**src/source/lane_cfg_pkg.sv**
```systemverilog
`default_nettype none

package lane_cfg_pkg;

   // Element word and register file geometry
   localparam int DATA_W     = 32;
   localparam int NUM_REGS   = 32;
   localparam int REG_ADDR_W = 5;

   // Byte enables per word and element index within a word
   localparam int BE_W = 4;
   localparam int EL_W = 2;

   // Operand FIFO depth unless the top level overrides it
   localparam int DEF_FIFO_DEPTH = 4;

endpackage

`default_nettype wire

```
**src/source/lane_isa_pkg.sv**
```systemverilog
`default_nettype none

package lane_isa_pkg;
   import lane_cfg_pkg::*;

   // Lane operations
   typedef enum logic [2:0] {
      OP_ADD   = 3'd0,
      OP_SUB   = 3'd1,
      OP_AND   = 3'd2,
      OP_OR    = 3'd3,
      OP_XOR   = 3'd4,
      OP_MSEQ  = 3'd5,
      OP_LOAD  = 3'd6,
      OP_STORE = 3'd7
   } lane_op_e;

   // Element width, encoding 3 is illegal
   typedef enum logic [1:0] {
      SEW8  = 2'd0,
      SEW16 = 2'd1,
      SEW32 = 2'd2
   } sew_e;

   // Micro-op as seen at the issue port
   typedef struct packed {
      lane_op_e              op;
      sew_e                  sew;
      logic [REG_ADDR_W-1:0] vd;
      logic [REG_ADDR_W-1:0] vs1;
      logic [REG_ADDR_W-1:0] vs2;
      logic [EL_W-1:0]       el;
      logic                  masked;
      logic [DATA_W-1:0]     ld_data;
   } uop_t;

   // Operands already read and extracted, ready for execute
   typedef struct packed {
      lane_op_e              op;
      sew_e                  sew;
      logic [REG_ADDR_W-1:0] vd;
      logic [EL_W-1:0]       el;
      logic                  masked;
      logic                  mask_bit;
      logic [DATA_W-1:0]     a;
      logic [DATA_W-1:0]     b;
      logic [DATA_W-1:0]     ld_data;
   } opnd_entry_t;

endpackage

`default_nettype wire

```
**src/source/lane_ifs.sv**
```systemverilog
`timescale 1ns/1ps
`default_nettype none

// Read side of the register and mask files
interface lane_rd_if import lane_cfg_pkg::*; ();

   logic [REG_ADDR_W-1:0] rd_addr1;
   logic [REG_ADDR_W-1:0] rd_addr2;
   logic [REG_ADDR_W-1:0] mask_addr;
   logic [DATA_W-1:0]     rd_data1;
   logic [DATA_W-1:0]     rd_data2;
   logic                  mask_bit;

   modport fetch (output rd_addr1, rd_addr2, mask_addr,
                  input  rd_data1, rd_data2, mask_bit);

   modport regfile (input  rd_addr1, rd_addr2, mask_addr,
                    output rd_data1, rd_data2, mask_bit);

endinterface

// Write-back from execute, retire also feeds the scoreboard
interface lane_wb_if import lane_cfg_pkg::*; ();

   logic                  wr_en;
   logic [REG_ADDR_W-1:0] wr_addr;
   logic [BE_W-1:0]       wr_be;
   logic [DATA_W-1:0]     wr_data;
   logic                  mask_wen;
   logic                  mask_data;
   logic                  retire;

   modport exec (output wr_en, wr_addr, wr_be, wr_data, mask_wen, mask_data, retire);

   modport regfile (input wr_en, wr_addr, wr_be, wr_data, mask_wen, mask_data);

   modport fetch (input retire, wr_addr);

endinterface

`default_nettype wire

```
**src/source/execute_wb.sv**
```systemverilog
`timescale 1ns/1ps
`default_nettype none

module execute_wb import lane_cfg_pkg::*; import lane_isa_pkg::*; (
   input  logic              clk_i,
   input  logic              rst_i,
   input  logic              head_valid_i,
   input  opnd_entry_t       head_entry_i,
   output logic              pop_o,
   lane_wb_if.exec           wb,
   output logic              store_valid_o,
   output logic [DATA_W-1:0] store_data_o,
   input  logic              store_ready_i
);

   logic              is_store;
   logic              write_ok;
   logic [DATA_W-1:0] alu_res;
   logic [DATA_W-1:0] elem_res;
   logic [DATA_W-1:0] placed_res;
   logic [BE_W-1:0]   placed_be;

   assign is_store = (head_entry_i.op == OP_STORE);

   // Masked ops only write where the mask bit is set
   assign write_ok = !head_entry_i.masked || head_entry_i.mask_bit;

   //////////////////////////////////////////////////
   // ALU and element placement
   //////////////////////////////////////////////////

   always_comb begin
      case (head_entry_i.op)
         OP_ADD:  alu_res = head_entry_i.a + head_entry_i.b;
         OP_SUB:  alu_res = head_entry_i.a - head_entry_i.b;
         OP_AND:  alu_res = head_entry_i.a & head_entry_i.b;
         OP_OR:   alu_res = head_entry_i.a | head_entry_i.b;
         OP_XOR:  alu_res = head_entry_i.a ^ head_entry_i.b;
         OP_LOAD: alu_res = head_entry_i.ld_data;
         default: alu_res = '0;
      endcase
   end

   // Truncate to SEW, then move into the element slot
   always_comb begin
      case (head_entry_i.sew)
         SEW8: begin
            elem_res   = DATA_W'(alu_res[7:0]);
            placed_res = elem_res << (head_entry_i.el * 8);
            placed_be  = BE_W'(1) << head_entry_i.el;
         end
         SEW16: begin
            elem_res   = DATA_W'(alu_res[15:0]);
            placed_res = elem_res << (head_entry_i.el[0] * 16);
            placed_be  = BE_W'(2'b11) << (head_entry_i.el[0] * 2);
         end
         SEW32: begin
            elem_res   = alu_res;
            placed_res = alu_res;
            placed_be  = '1;
         end
         default: begin
            elem_res   = '0;
            placed_res = '0;
            placed_be  = '0;
         end
      endcase
   end

   //////////////////////////////////////////////////
   // Write-back, retire and store port
   //////////////////////////////////////////////////

   assign wb.retire    = head_valid_i && !is_store;
   assign wb.wr_en     = wb.retire && (head_entry_i.op != OP_MSEQ) && write_ok;
   assign wb.wr_addr   = head_entry_i.vd;
   assign wb.wr_be     = placed_be;
   assign wb.wr_data   = placed_res;
   assign wb.mask_wen  = wb.retire && (head_entry_i.op == OP_MSEQ) && write_ok;
   assign wb.mask_data = (head_entry_i.a == head_entry_i.b);

   assign store_valid_o = head_valid_i && is_store;
   assign store_data_o  = head_entry_i.b;
   assign pop_o         = head_valid_i && (!is_store || store_ready_i);

   a_be_aligned : assert property (
      @(posedge clk_i) disable iff (!rst_i)
      wb.wr_en |-> ((head_entry_i.sew == SEW8  && $onehot(wb.wr_be)) ||
                    (head_entry_i.sew == SEW16 && (wb.wr_be == 4'b0011 || wb.wr_be == 4'b1100)) ||
                    (head_entry_i.sew == SEW32 && wb.wr_be == 4'b1111))
   ) else $error("byte enables %b do not match SEW", wb.wr_be);

   // A stalled store keeps its value until the consumer takes it
   a_store_hold : assert property (
      @(posedge clk_i) disable iff (!rst_i)
      (store_valid_o && !store_ready_i) |=> (store_valid_o && $stable(store_data_o))
   ) else $error("store data changed while stalled");

endmodule

`default_nettype wire

```
**src/source/lane_regfile.sv**
```systemverilog
`timescale 1ns/1ps
`default_nettype none

module lane_regfile import lane_cfg_pkg::*; (
   input  logic      clk_i,
   lane_rd_if.regfile rd,
   lane_wb_if.regfile wb
);

   // Vector words and one mask bit per register
   logic [DATA_W-1:0] vreg_mem [NUM_REGS];
   logic [NUM_REGS-1:0] mask_mem;

   //////////////////////////////////////////////////
   // Write side
   //////////////////////////////////////////////////

   // Byte lanes are written independently
   always_ff @(posedge clk_i) begin
      for (int i = 0; i < BE_W; i++) begin
         if (wb.wr_en && wb.wr_be[i]) begin
            vreg_mem[wb.wr_addr][i*8 +: 8] <= wb.wr_data[i*8 +: 8];
         end
      end
   end

   always_ff @(posedge clk_i) begin
      if (wb.mask_wen) begin
         mask_mem[wb.wr_addr] <= wb.mask_data;
      end
   end

   //////////////////////////////////////////////////
   // Read side
   //////////////////////////////////////////////////

   // Registered reads return old data on a same-edge write
   always_ff @(posedge clk_i) begin
      rd.rd_data1 <= vreg_mem[rd.rd_addr1];
      rd.rd_data2 <= vreg_mem[rd.rd_addr2];
      rd.mask_bit <= mask_mem[rd.mask_addr];
   end

   // Execute must never hand over unknown write data
   a_wr_data_known : assert property (
      @(posedge clk_i) wb.wr_en |-> !$isunknown(wb.wr_data)
   ) else $error("register write with unknown data at v%0d", wb.wr_addr);

endmodule

`default_nettype wire

```
**src/source/operand_fetch.sv**
```systemverilog
`timescale 1ns/1ps
`default_nettype none

module operand_fetch import lane_cfg_pkg::*; import lane_isa_pkg::*; #(
   parameter int FIFO_DEPTH = DEF_FIFO_DEPTH
) (
   input  logic                            clk_i,
   input  logic                            rst_i,
   input  logic                            issue_valid_i,
   input  uop_t                            issue_uop_i,
   output logic                            issue_ready_o,
   lane_rd_if.fetch                        rd,
   lane_wb_if.fetch                        wb,
   input  logic [$clog2(FIFO_DEPTH+1)-1:0] free_slots_i,
   output logic                            push_o,
   output opnd_entry_t                     push_entry_o
);

   localparam int CNT_W = $clog2(FIFO_DEPTH + 1);

   logic [NUM_REGS-1:0] busy;
   logic                accept;
   logic                inflight_valid;
   uop_t                inflight_uop;
   logic                slots_ok;

   // Pick one element out of a word, zero-extended
   function automatic logic [DATA_W-1:0] extract_el(input logic [DATA_W-1:0] word,
                                                    input sew_e              sew,
                                                    input logic [EL_W-1:0]   el);
      logic [DATA_W-1:0] res;
      res = '0;
      case (sew)
         SEW8:    res[7:0]  = word[el*8 +: 8];
         SEW16:   res[15:0] = word[el[0]*16 +: 16];
         SEW32:   res       = word;
         default: res       = '0;
      endcase
      return res;
   endfunction

   //////////////////////////////////////////////////
   // Issue control
   //////////////////////////////////////////////////

   // Room for the uop in flight plus the new one
   assign slots_ok = free_slots_i > CNT_W'(inflight_valid);

   assign issue_ready_o = slots_ok &&
                          !busy[issue_uop_i.vd] &&
                          !busy[issue_uop_i.vs1] &&
                          !busy[issue_uop_i.vs2];

   assign accept = issue_valid_i && issue_ready_o;

   // Read addresses come straight from the issue port
   assign rd.rd_addr1  = issue_uop_i.vs1;
   assign rd.rd_addr2  = issue_uop_i.vs2;
   assign rd.mask_addr = issue_uop_i.vd;

   // Scoreboard, clear on the edge that ends the retire cycle
   always_ff @(posedge clk_i) begin
      if (!rst_i) begin
         busy           <= '0;
         inflight_valid <= 1'b0;
      end else begin
         inflight_valid <= accept;
         if (wb.retire) begin
            busy[wb.wr_addr] <= 1'b0;
         end
         if (accept && issue_uop_i.op != OP_STORE) begin
            busy[issue_uop_i.vd] <= 1'b1;
         end
      end
   end

   // Uop fields held across the read cycle
   always_ff @(posedge clk_i) begin
      if (accept) begin
         inflight_uop <= issue_uop_i;
      end
   end

   //////////////////////////////////////////////////
   // Element extraction and push
   //////////////////////////////////////////////////

   assign push_o = inflight_valid;

   always_comb begin
      push_entry_o.op       = inflight_uop.op;
      push_entry_o.sew      = inflight_uop.sew;
      push_entry_o.vd       = inflight_uop.vd;
      push_entry_o.el       = inflight_uop.el;
      push_entry_o.masked   = inflight_uop.masked;
      push_entry_o.mask_bit = rd.mask_bit;
      push_entry_o.a        = extract_el(rd.rd_data1, inflight_uop.sew, inflight_uop.el);
      push_entry_o.b        = extract_el(rd.rd_data2, inflight_uop.sew, inflight_uop.el);
      push_entry_o.ld_data  = inflight_uop.ld_data;
   end

   a_no_illegal_sew : assert property (
      @(posedge clk_i) disable iff (!rst_i)
      accept |-> (issue_uop_i.sew != 2'd3)
   ) else $error("uop issued with illegal SEW encoding");

endmodule

`default_nettype wire

```
**src/source/operand_fifo.sv**
```systemverilog
`timescale 1ns/1ps
`default_nettype none

module operand_fifo import lane_cfg_pkg::*; import lane_isa_pkg::*; #(
   parameter int FIFO_DEPTH = DEF_FIFO_DEPTH
) (
   input  logic                            clk_i,
   input  logic                            rst_i,
   input  logic                            push_i,
   input  opnd_entry_t                     push_entry_i,
   output logic [$clog2(FIFO_DEPTH+1)-1:0] free_slots_o,
   output logic                            head_valid_o,
   output opnd_entry_t                     head_entry_o,
   input  logic                            pop_i
);

   localparam int CNT_W = $clog2(FIFO_DEPTH + 1);
   localparam int PTR_W = (FIFO_DEPTH > 1) ? $clog2(FIFO_DEPTH) : 1;

   opnd_entry_t      entry_mem [FIFO_DEPTH];
   logic [PTR_W-1:0] wr_ptr;
   logic [PTR_W-1:0] rd_ptr;
   logic [CNT_W-1:0] count;

   // Pointer advance with wrap for any depth
   function automatic logic [PTR_W-1:0] next_ptr(input logic [PTR_W-1:0] ptr);
      if (ptr == PTR_W'(FIFO_DEPTH - 1)) begin
         return '0;
      end
      return ptr + 1'b1;
   endfunction

   always_ff @(posedge clk_i) begin
      if (!rst_i) begin
         wr_ptr <= '0;
         rd_ptr <= '0;
         count  <= '0;
      end else begin
         if (push_i) begin
            wr_ptr <= next_ptr(wr_ptr);
         end
         if (pop_i) begin
            rd_ptr <= next_ptr(rd_ptr);
         end
         count <= count + CNT_W'(push_i) - CNT_W'(pop_i);
      end
   end

   always_ff @(posedge clk_i) begin
      if (push_i) begin
         entry_mem[wr_ptr] <= push_entry_i;
      end
   end

   assign head_valid_o = (count != '0);
   assign head_entry_o = entry_mem[rd_ptr];
   assign free_slots_o = CNT_W'(FIFO_DEPTH) - count;

   // Fetch and execute both have to respect the occupancy
   a_no_overflow : assert property (
      @(posedge clk_i) disable iff (!rst_i) push_i |-> (count != CNT_W'(FIFO_DEPTH))
   ) else $error("operand FIFO push while full");

   a_no_underflow : assert property (
      @(posedge clk_i) disable iff (!rst_i) pop_i |-> (count != '0)
   ) else $error("operand FIFO pop while empty");

endmodule

`default_nettype wire

```
**src/source/vector_lane_top.sv**
```systemverilog
`timescale 1ns/1ps
`default_nettype none

module vector_lane_top import lane_cfg_pkg::*; import lane_isa_pkg::*; #(
   parameter int FIFO_DEPTH = DEF_FIFO_DEPTH
) (
   input  logic                  clk_i,
   input  logic                  rst_i,
   // Issue port
   input  logic                  issue_valid_i,
   output logic                  issue_ready_o,
   input  lane_op_e              issue_op_i,
   input  sew_e                  issue_sew_i,
   input  logic [REG_ADDR_W-1:0] issue_vd_i,
   input  logic [REG_ADDR_W-1:0] issue_vs1_i,
   input  logic [REG_ADDR_W-1:0] issue_vs2_i,
   input  logic [EL_W-1:0]       issue_el_i,
   input  logic                  issue_masked_i,
   input  logic [DATA_W-1:0]     issue_data_i,
   // Store port
   output logic                  store_valid_o,
   input  logic                  store_ready_i,
   output logic [DATA_W-1:0]     store_data_o
);

   localparam int CNT_W = $clog2(FIFO_DEPTH + 1);

   uop_t             issue_uop;
   logic             push;
   opnd_entry_t      push_entry;
   logic [CNT_W-1:0] free_slots;
   logic             head_valid;
   opnd_entry_t      head_entry;
   logic             pop;

   lane_rd_if rd_bus ();
   lane_wb_if wb_bus ();

   // Pack the issue fields
   assign issue_uop.op      = issue_op_i;
   assign issue_uop.sew     = issue_sew_i;
   assign issue_uop.vd      = issue_vd_i;
   assign issue_uop.vs1     = issue_vs1_i;
   assign issue_uop.vs2     = issue_vs2_i;
   assign issue_uop.el      = issue_el_i;
   assign issue_uop.masked  = issue_masked_i;
   assign issue_uop.ld_data = issue_data_i;

   lane_regfile u_regfile (
      .clk_i (clk_i),
      .rd    (rd_bus),
      .wb    (wb_bus)
   );

   operand_fetch #(.FIFO_DEPTH(FIFO_DEPTH)) u_fetch (
      .clk_i         (clk_i),
      .rst_i         (rst_i),
      .issue_valid_i (issue_valid_i),
      .issue_uop_i   (issue_uop),
      .issue_ready_o (issue_ready_o),
      .rd            (rd_bus),
      .wb            (wb_bus),
      .free_slots_i  (free_slots),
      .push_o        (push),
      .push_entry_o  (push_entry)
   );

   operand_fifo #(.FIFO_DEPTH(FIFO_DEPTH)) u_fifo (
      .clk_i        (clk_i),
      .rst_i        (rst_i),
      .push_i       (push),
      .push_entry_i (push_entry),
      .free_slots_o (free_slots),
      .head_valid_o (head_valid),
      .head_entry_o (head_entry),
      .pop_i        (pop)
   );

   execute_wb u_exec (
      .clk_i         (clk_i),
      .rst_i         (rst_i),
      .head_valid_i  (head_valid),
      .head_entry_i  (head_entry),
      .pop_o         (pop),
      .wb            (wb_bus),
      .store_valid_o (store_valid_o),
      .store_data_o  (store_data_o),
      .store_ready_i (store_ready_i)
   );

endmodule

`default_nettype wire

```
**config.mk**
```make
export PLATFORM = sky130hd
export DESIGN_NAME = vector_lane_top
export DESIGN_NICKNAME = d
export VERILOG_FILES = /design/src/source/lane_cfg_pkg.sv /design/src/source/lane_isa_pkg.sv /design/src/source/lane_ifs.sv /design/src/source/execute_wb.sv /design/src/source/lane_regfile.sv /design/src/source/operand_fetch.sv /design/src/source/operand_fifo.sv /design/src/source/vector_lane_top.sv
export SDC_FILE = /design/constraint.sdc
export NUM_CORES = 2
export LEC_CHECK = 0
export BUFFER_PORTS_ARGS = -buffer_cell sky130_fd_sc_hd__buf_4
export CAP_MARGIN = 20
export CELL_PAD_IN_SITES_DETAIL_PLACEMENT = 2
export CELL_PAD_IN_SITES_GLOBAL_PLACEMENT = 2
export CORE_MARGIN = 2
export CORE_UTILIZATION = 50
export CTS_CLUSTER_SIZE = 14
export DETAILED_ROUTE_END_ITERATION = 8
export GPL_TIMING_DRIVEN = 0
export PLACE_DENSITY_LB_ADDON = 0.05
export SYNTH_ARGS = -nofsm -noshare
export SYNTH_HDL_FRONTEND = slang
export SYNTH_HIERARCHICAL = 1
export SYNTH_SLANG_ARGS = --single-unit
export TNS_END_PERCENT = 1
```
**constraint.sdc**
```tcl
create_clock -name clk_i -period 14.3 [get_ports clk_i]
set_clock_uncertainty 0.15 [all_clocks]
set_input_delay 2.86 -clock clk_i [delete_from_list [all_inputs] [get_ports clk_i]]
set_output_delay 2.86 -clock clk_i [all_outputs]
set_load 0.1 [all_outputs]
```
==> key figures <==
Layout
  • Fraction of layout cells with a size suffix above 1: 15.2%
  • Area growth from synthesis to final layout: 13.5%
  • Sequential standard cell area: 48400 um2
  • Number of nets in the finished design: 6333
  • Final standard cell count with taps included and fillers excluded: 8383
  • Multi-input combinational cell area: 28800 um2
  • Filler cell count: 14100

Placement
  • Count of placed standard cells including taps: 8025
  • RD Place Congestion: 0.968
  • DP Wirelength: 254 mm
  • Input/output buffers: 89

Logic synthesis
  • Most frequently used flop master after synthesis: edfxtp_1
  • Post-Syn Area per Cell: 13.8 um2
  • Synthesized netlist cell count: 5794
  • Number of warnings reported in the yosys synthesis log: 6
  • Seq/Total Area, Yosys: 60.4%
  • Post-Syn Area: 80200 um2
  • Number of nets produced by synthesis: 5974
  • Count of unique library cells instantiated by Yosys: 113
  • Register bit count reported by yosys: 1648
  • Number of enable flip-flop cells after synthesis: 1541
  • Fraction of registers with async set/reset: 0%

GRT
  • Vias in the first global route: 63400
  • All-Layer GR Usage: 44.1%
  • First-pass GRT wire length: 504 mm
  • Congestion Overflow GR: 0
  • Largest net degree at the start of global routing: 53
  • Antenna violations before repair: 47

Timing
  • Worst slack on hold paths: 0.368 ns
  • Unrepaired setup endpoints after global routing: no
  • Post-route setup TNS: 0 ns
  • Final Hold Viols: 0
  • Period utilisation layout: 62.3%
  • Highest Clock Rate: 112 MHz
  • Final setup violation count: 0
  • Fin crit period: 8.91 ns
  • Slew at the pin closest to its max-slew limit: 1.31 ns
  • Count of pins over their slew limit: 0
  • Slew headroom: 11.7%

Setup path
  • Worst EP required: 11.29 ns
  • Reg2reg path depth: 11
  • CP Launch Type: flop
  • CP Class: flop to output port
  • Endpoint of the most critical register-to-register path: u_regfile/vreg_mem[5][14]$_DFFE_PP_
  • Internal reg-to-reg setup slack: 7.24 ns
  • Crit path max fanout: 10
  • Crit end category: output port
  • Signal arrival time at the worst endpoint: 5.90 ns

Power
  • Static leakage power: 0.0336 uW
  • Power density normalized to cell area: 217 nW/um2
  • Peak VDD IR: 0.209 mV

Routing
  • DR vias: 60400
  • Detailed router's first-iteration violation count: 8883
  • Antenna violation net count after detailed routing: 0
  • Residual DRC count: 0
  • Routed length per instance: 43.5 um
  • Routed wire length: 364 mm
  • Routed vias/inst: 7.21
  • Drt first pass iters: 7

CTS
  • Root buffer cell: clkbuf_16
  • Clock latency reported for the late side of the worst-skew pair: 0.85 ns
  • Level count of the clock H-tree: 4
  • Number of sinks driven by the clock tree: 1648
  • Buffers inserted by post-CTS timing repair: 0
  • Cells resized by post-CTS repair: 0
  • Hold-fix buffers at CTS: 0
  • CTS Buffer Depth: 3
  • Inserted Clock Buffers: 178
  • CTS clock-pin slew for the worst setup and hold paths: 0.06 ns
  • Clock tree from TritonCTS: yes

Die
  • Placeable core region: 159000 um2
  • I/O pin count: 93
  • Effective utilization at floorplan: 50.5%
  • Number of cell rows: 146
  • X dimension of the die: 404 um
  • DIE HEIGHT: 404 um
  • Die Area: 164000 um2

Flow run
  • Max-cap check violation count: 0

Outcome
  • Result of the run: finished, final reports clean

Worst hold path
  • Min-delay src: u_fetch/push_entry_o[8]$_DFFE_PP_
  • Path type of the worst min-delay path: flop to flop
  • Worst Hold Path Cells: 0
  • Worst hold path endpoint: u_fifo/entry_mem[3][8]$_DFFE_PP_
[worst max-delay path, cell delays in order, from the launching register on]
cell,delay [ns]
dfxtp_1,0.32
clkbuf_1,0.35
buf_2,0.43
mux4_2,0.39
clkbuf_1,0.42
clkbuf_1,0.59
buf_1,0.74
clkbuf_1,0.74
nand3_1,0.51
nor2_1,0.23
buf_4,0.32
[where the power goes]
part / switching, uW / total (uW) / leakage [uW] / internal, uW
clock network: 2080 / 4810 / 0.00289 / 2730
registers: 157 / 6610 / 0.0151 / 6460
logic: 6090 / 8330 / 0.0156 / 2250
[stage by stage]
step	total power (uW)	utilization, %	instance area, um2	worst slack (ns)
finish	19800	57.3	91000	5.39
global route	20000	57.3	91000	5.43
CTS	19400	57.2	90800	5.58
detailed placement	14500	53.5	84900	6.35
global placement	13500	52.6	83400	3.14
floorplan	10700	-	80200	6.37
[how the worst max path moves through the flow]
stage                         startpoint  cells past startpoint                             endpoint
after global placement              flop                     14  u_regfile/vreg_mem[1][17]$_DFFE_PP_
after global routing                flop                     10                        store_valid_o
after detailed placement   issue_vd_i[1]                      8                        issue_ready_o
after floorplan           issue_vs2_i[0]                      6                        issue_ready_o
after CTS                           flop                     10                        store_valid_o
final                               flop                     10                        store_valid_o
[cell type report]
| cell class | count | area share [%] |
|---|---|---|
| flip-flops and latches | 1648 | 53.2 |
| multi-input cells | 3575 | 31.7 |
| clock buffers | 231 | 5.37 |
| plain buffers | 450 | 3.02 |
| well taps | 2072 | 2.85 |
| repair buffers | 179 | 2.19 |
| clock inverters | 99 | 1.13 |
| inverters | 121 | 0.499 |
| diodes | 8 | 0.0220 |
[cell families (layout without fill, tap and decap cells)]
group	after synthesis	after routing	synth area share, %
compound gates	1029	1029	8.97
fa+ha+maj	121	121	1.92
mux	1220	1220	17.4
simple gates	1192	1192	7.13
buf+inv	571	1080	4.00
flops	1648	1648	60.4
xor+xnor	13	13	0.159
other cells	0	8	0
[placed cells by master, fill, tap and decap left out, types with 17 or more instances in the layout]
cell type | Yosys | final
a31oi_1 | 79 | 79
a21oi_1 | 275 | 275
inv_1 | 118 | 118
bufinv_16 | 0 | 17
o31ai_1 | 21 | 20
nand2b_1 | 25 | 25
buf_4 | 111 | 222
clkbuf_8 | 11 | 27
o21ai_0 | 80 | 79
buf_2 | 95 | 97
dfxtp_1 | 107 | 107
nor2_1 | 265 | 257
clkbuf_16 | 0 | 182
a32o_1 | 32 | 31
mux2i_1 | 1073 | 1073
and2_1 | 51 | 47
clkbuf_1 | 152 | 186
a22o_1 | 130 | 130
a211oi_1 | 19 | 18
buf_1 | 22 | 22
nand2_1 | 352 | 352
a22oi_1 | 218 | 218
ha_1 | 118 | 118
nor2b_1 | 45 | 45
buf_6 | 51 | 75
nor3_1 | 101 | 101
nand3_1 | 217 | 217
clkinv_1 | 2 | 21
buf_12 | 0 | 17
mux4_2 | 140 | 140
edfxtp_1 | 1541 | 1541
o211ai_1 | 17 | 17
and3_1 | 45 | 44
a222oi_1 | 17 | 17
nand4_1 | 18 | 18
clkinv_2 | 0 | 37
[cell usage after synthesis, drive strengths merged (79+ instances only)]
cell type,instances,share of area [%]
edfxtp,1541,58
mux2i,1073,13
nand2,352,1.6
buf,279,2.5
a21oi,276,1.7
nor2,265,1.2
a22oi,218,2.0
nand3,218,1.4
clkbuf,169,0.95
mux4,141,4.0
a22o,130,1.4
inv,119,0.56
ha,118,1.8
dfxtp,107,2.7
nor3,106,0.72
o21ai,82,0.51
a31oi,79,0.62
[flip-flops by register name, summed over array words and instances (netlist names), named ones only]
register and flops:
u_regfile/rd.mask_bit 1, u_fetch/busy 32, u_fifo/entry_mem 440, u_regfile/rd.rd_data1 32, u_regfile/mask_mem 32, u_regfile/rd.rd_data2 32, u_fifo/wr_ptr 2, u_fetch/push_entry_o 45
u_fifo/count 3, u_fifo/rd_ptr 2, u_regfile/vreg_mem 1024, u_fetch/push_o 1
[metal layers]
| metal | up-vias | global-route usage [%] | share of wire [%] |
|---|---|---|---|
| met5 | - | 0 | 0.084 |
| met4 | 42 | 31.1 | 8.4 |
| met3 | 1432 | 12.1 | 10 |
| met2 | 4436 | 69.8 | 46 |
| met1 | 31200 | 52.1 | 35 |
| li1 | 23300 | - | - |
Power figures use the tool's default switching activity.
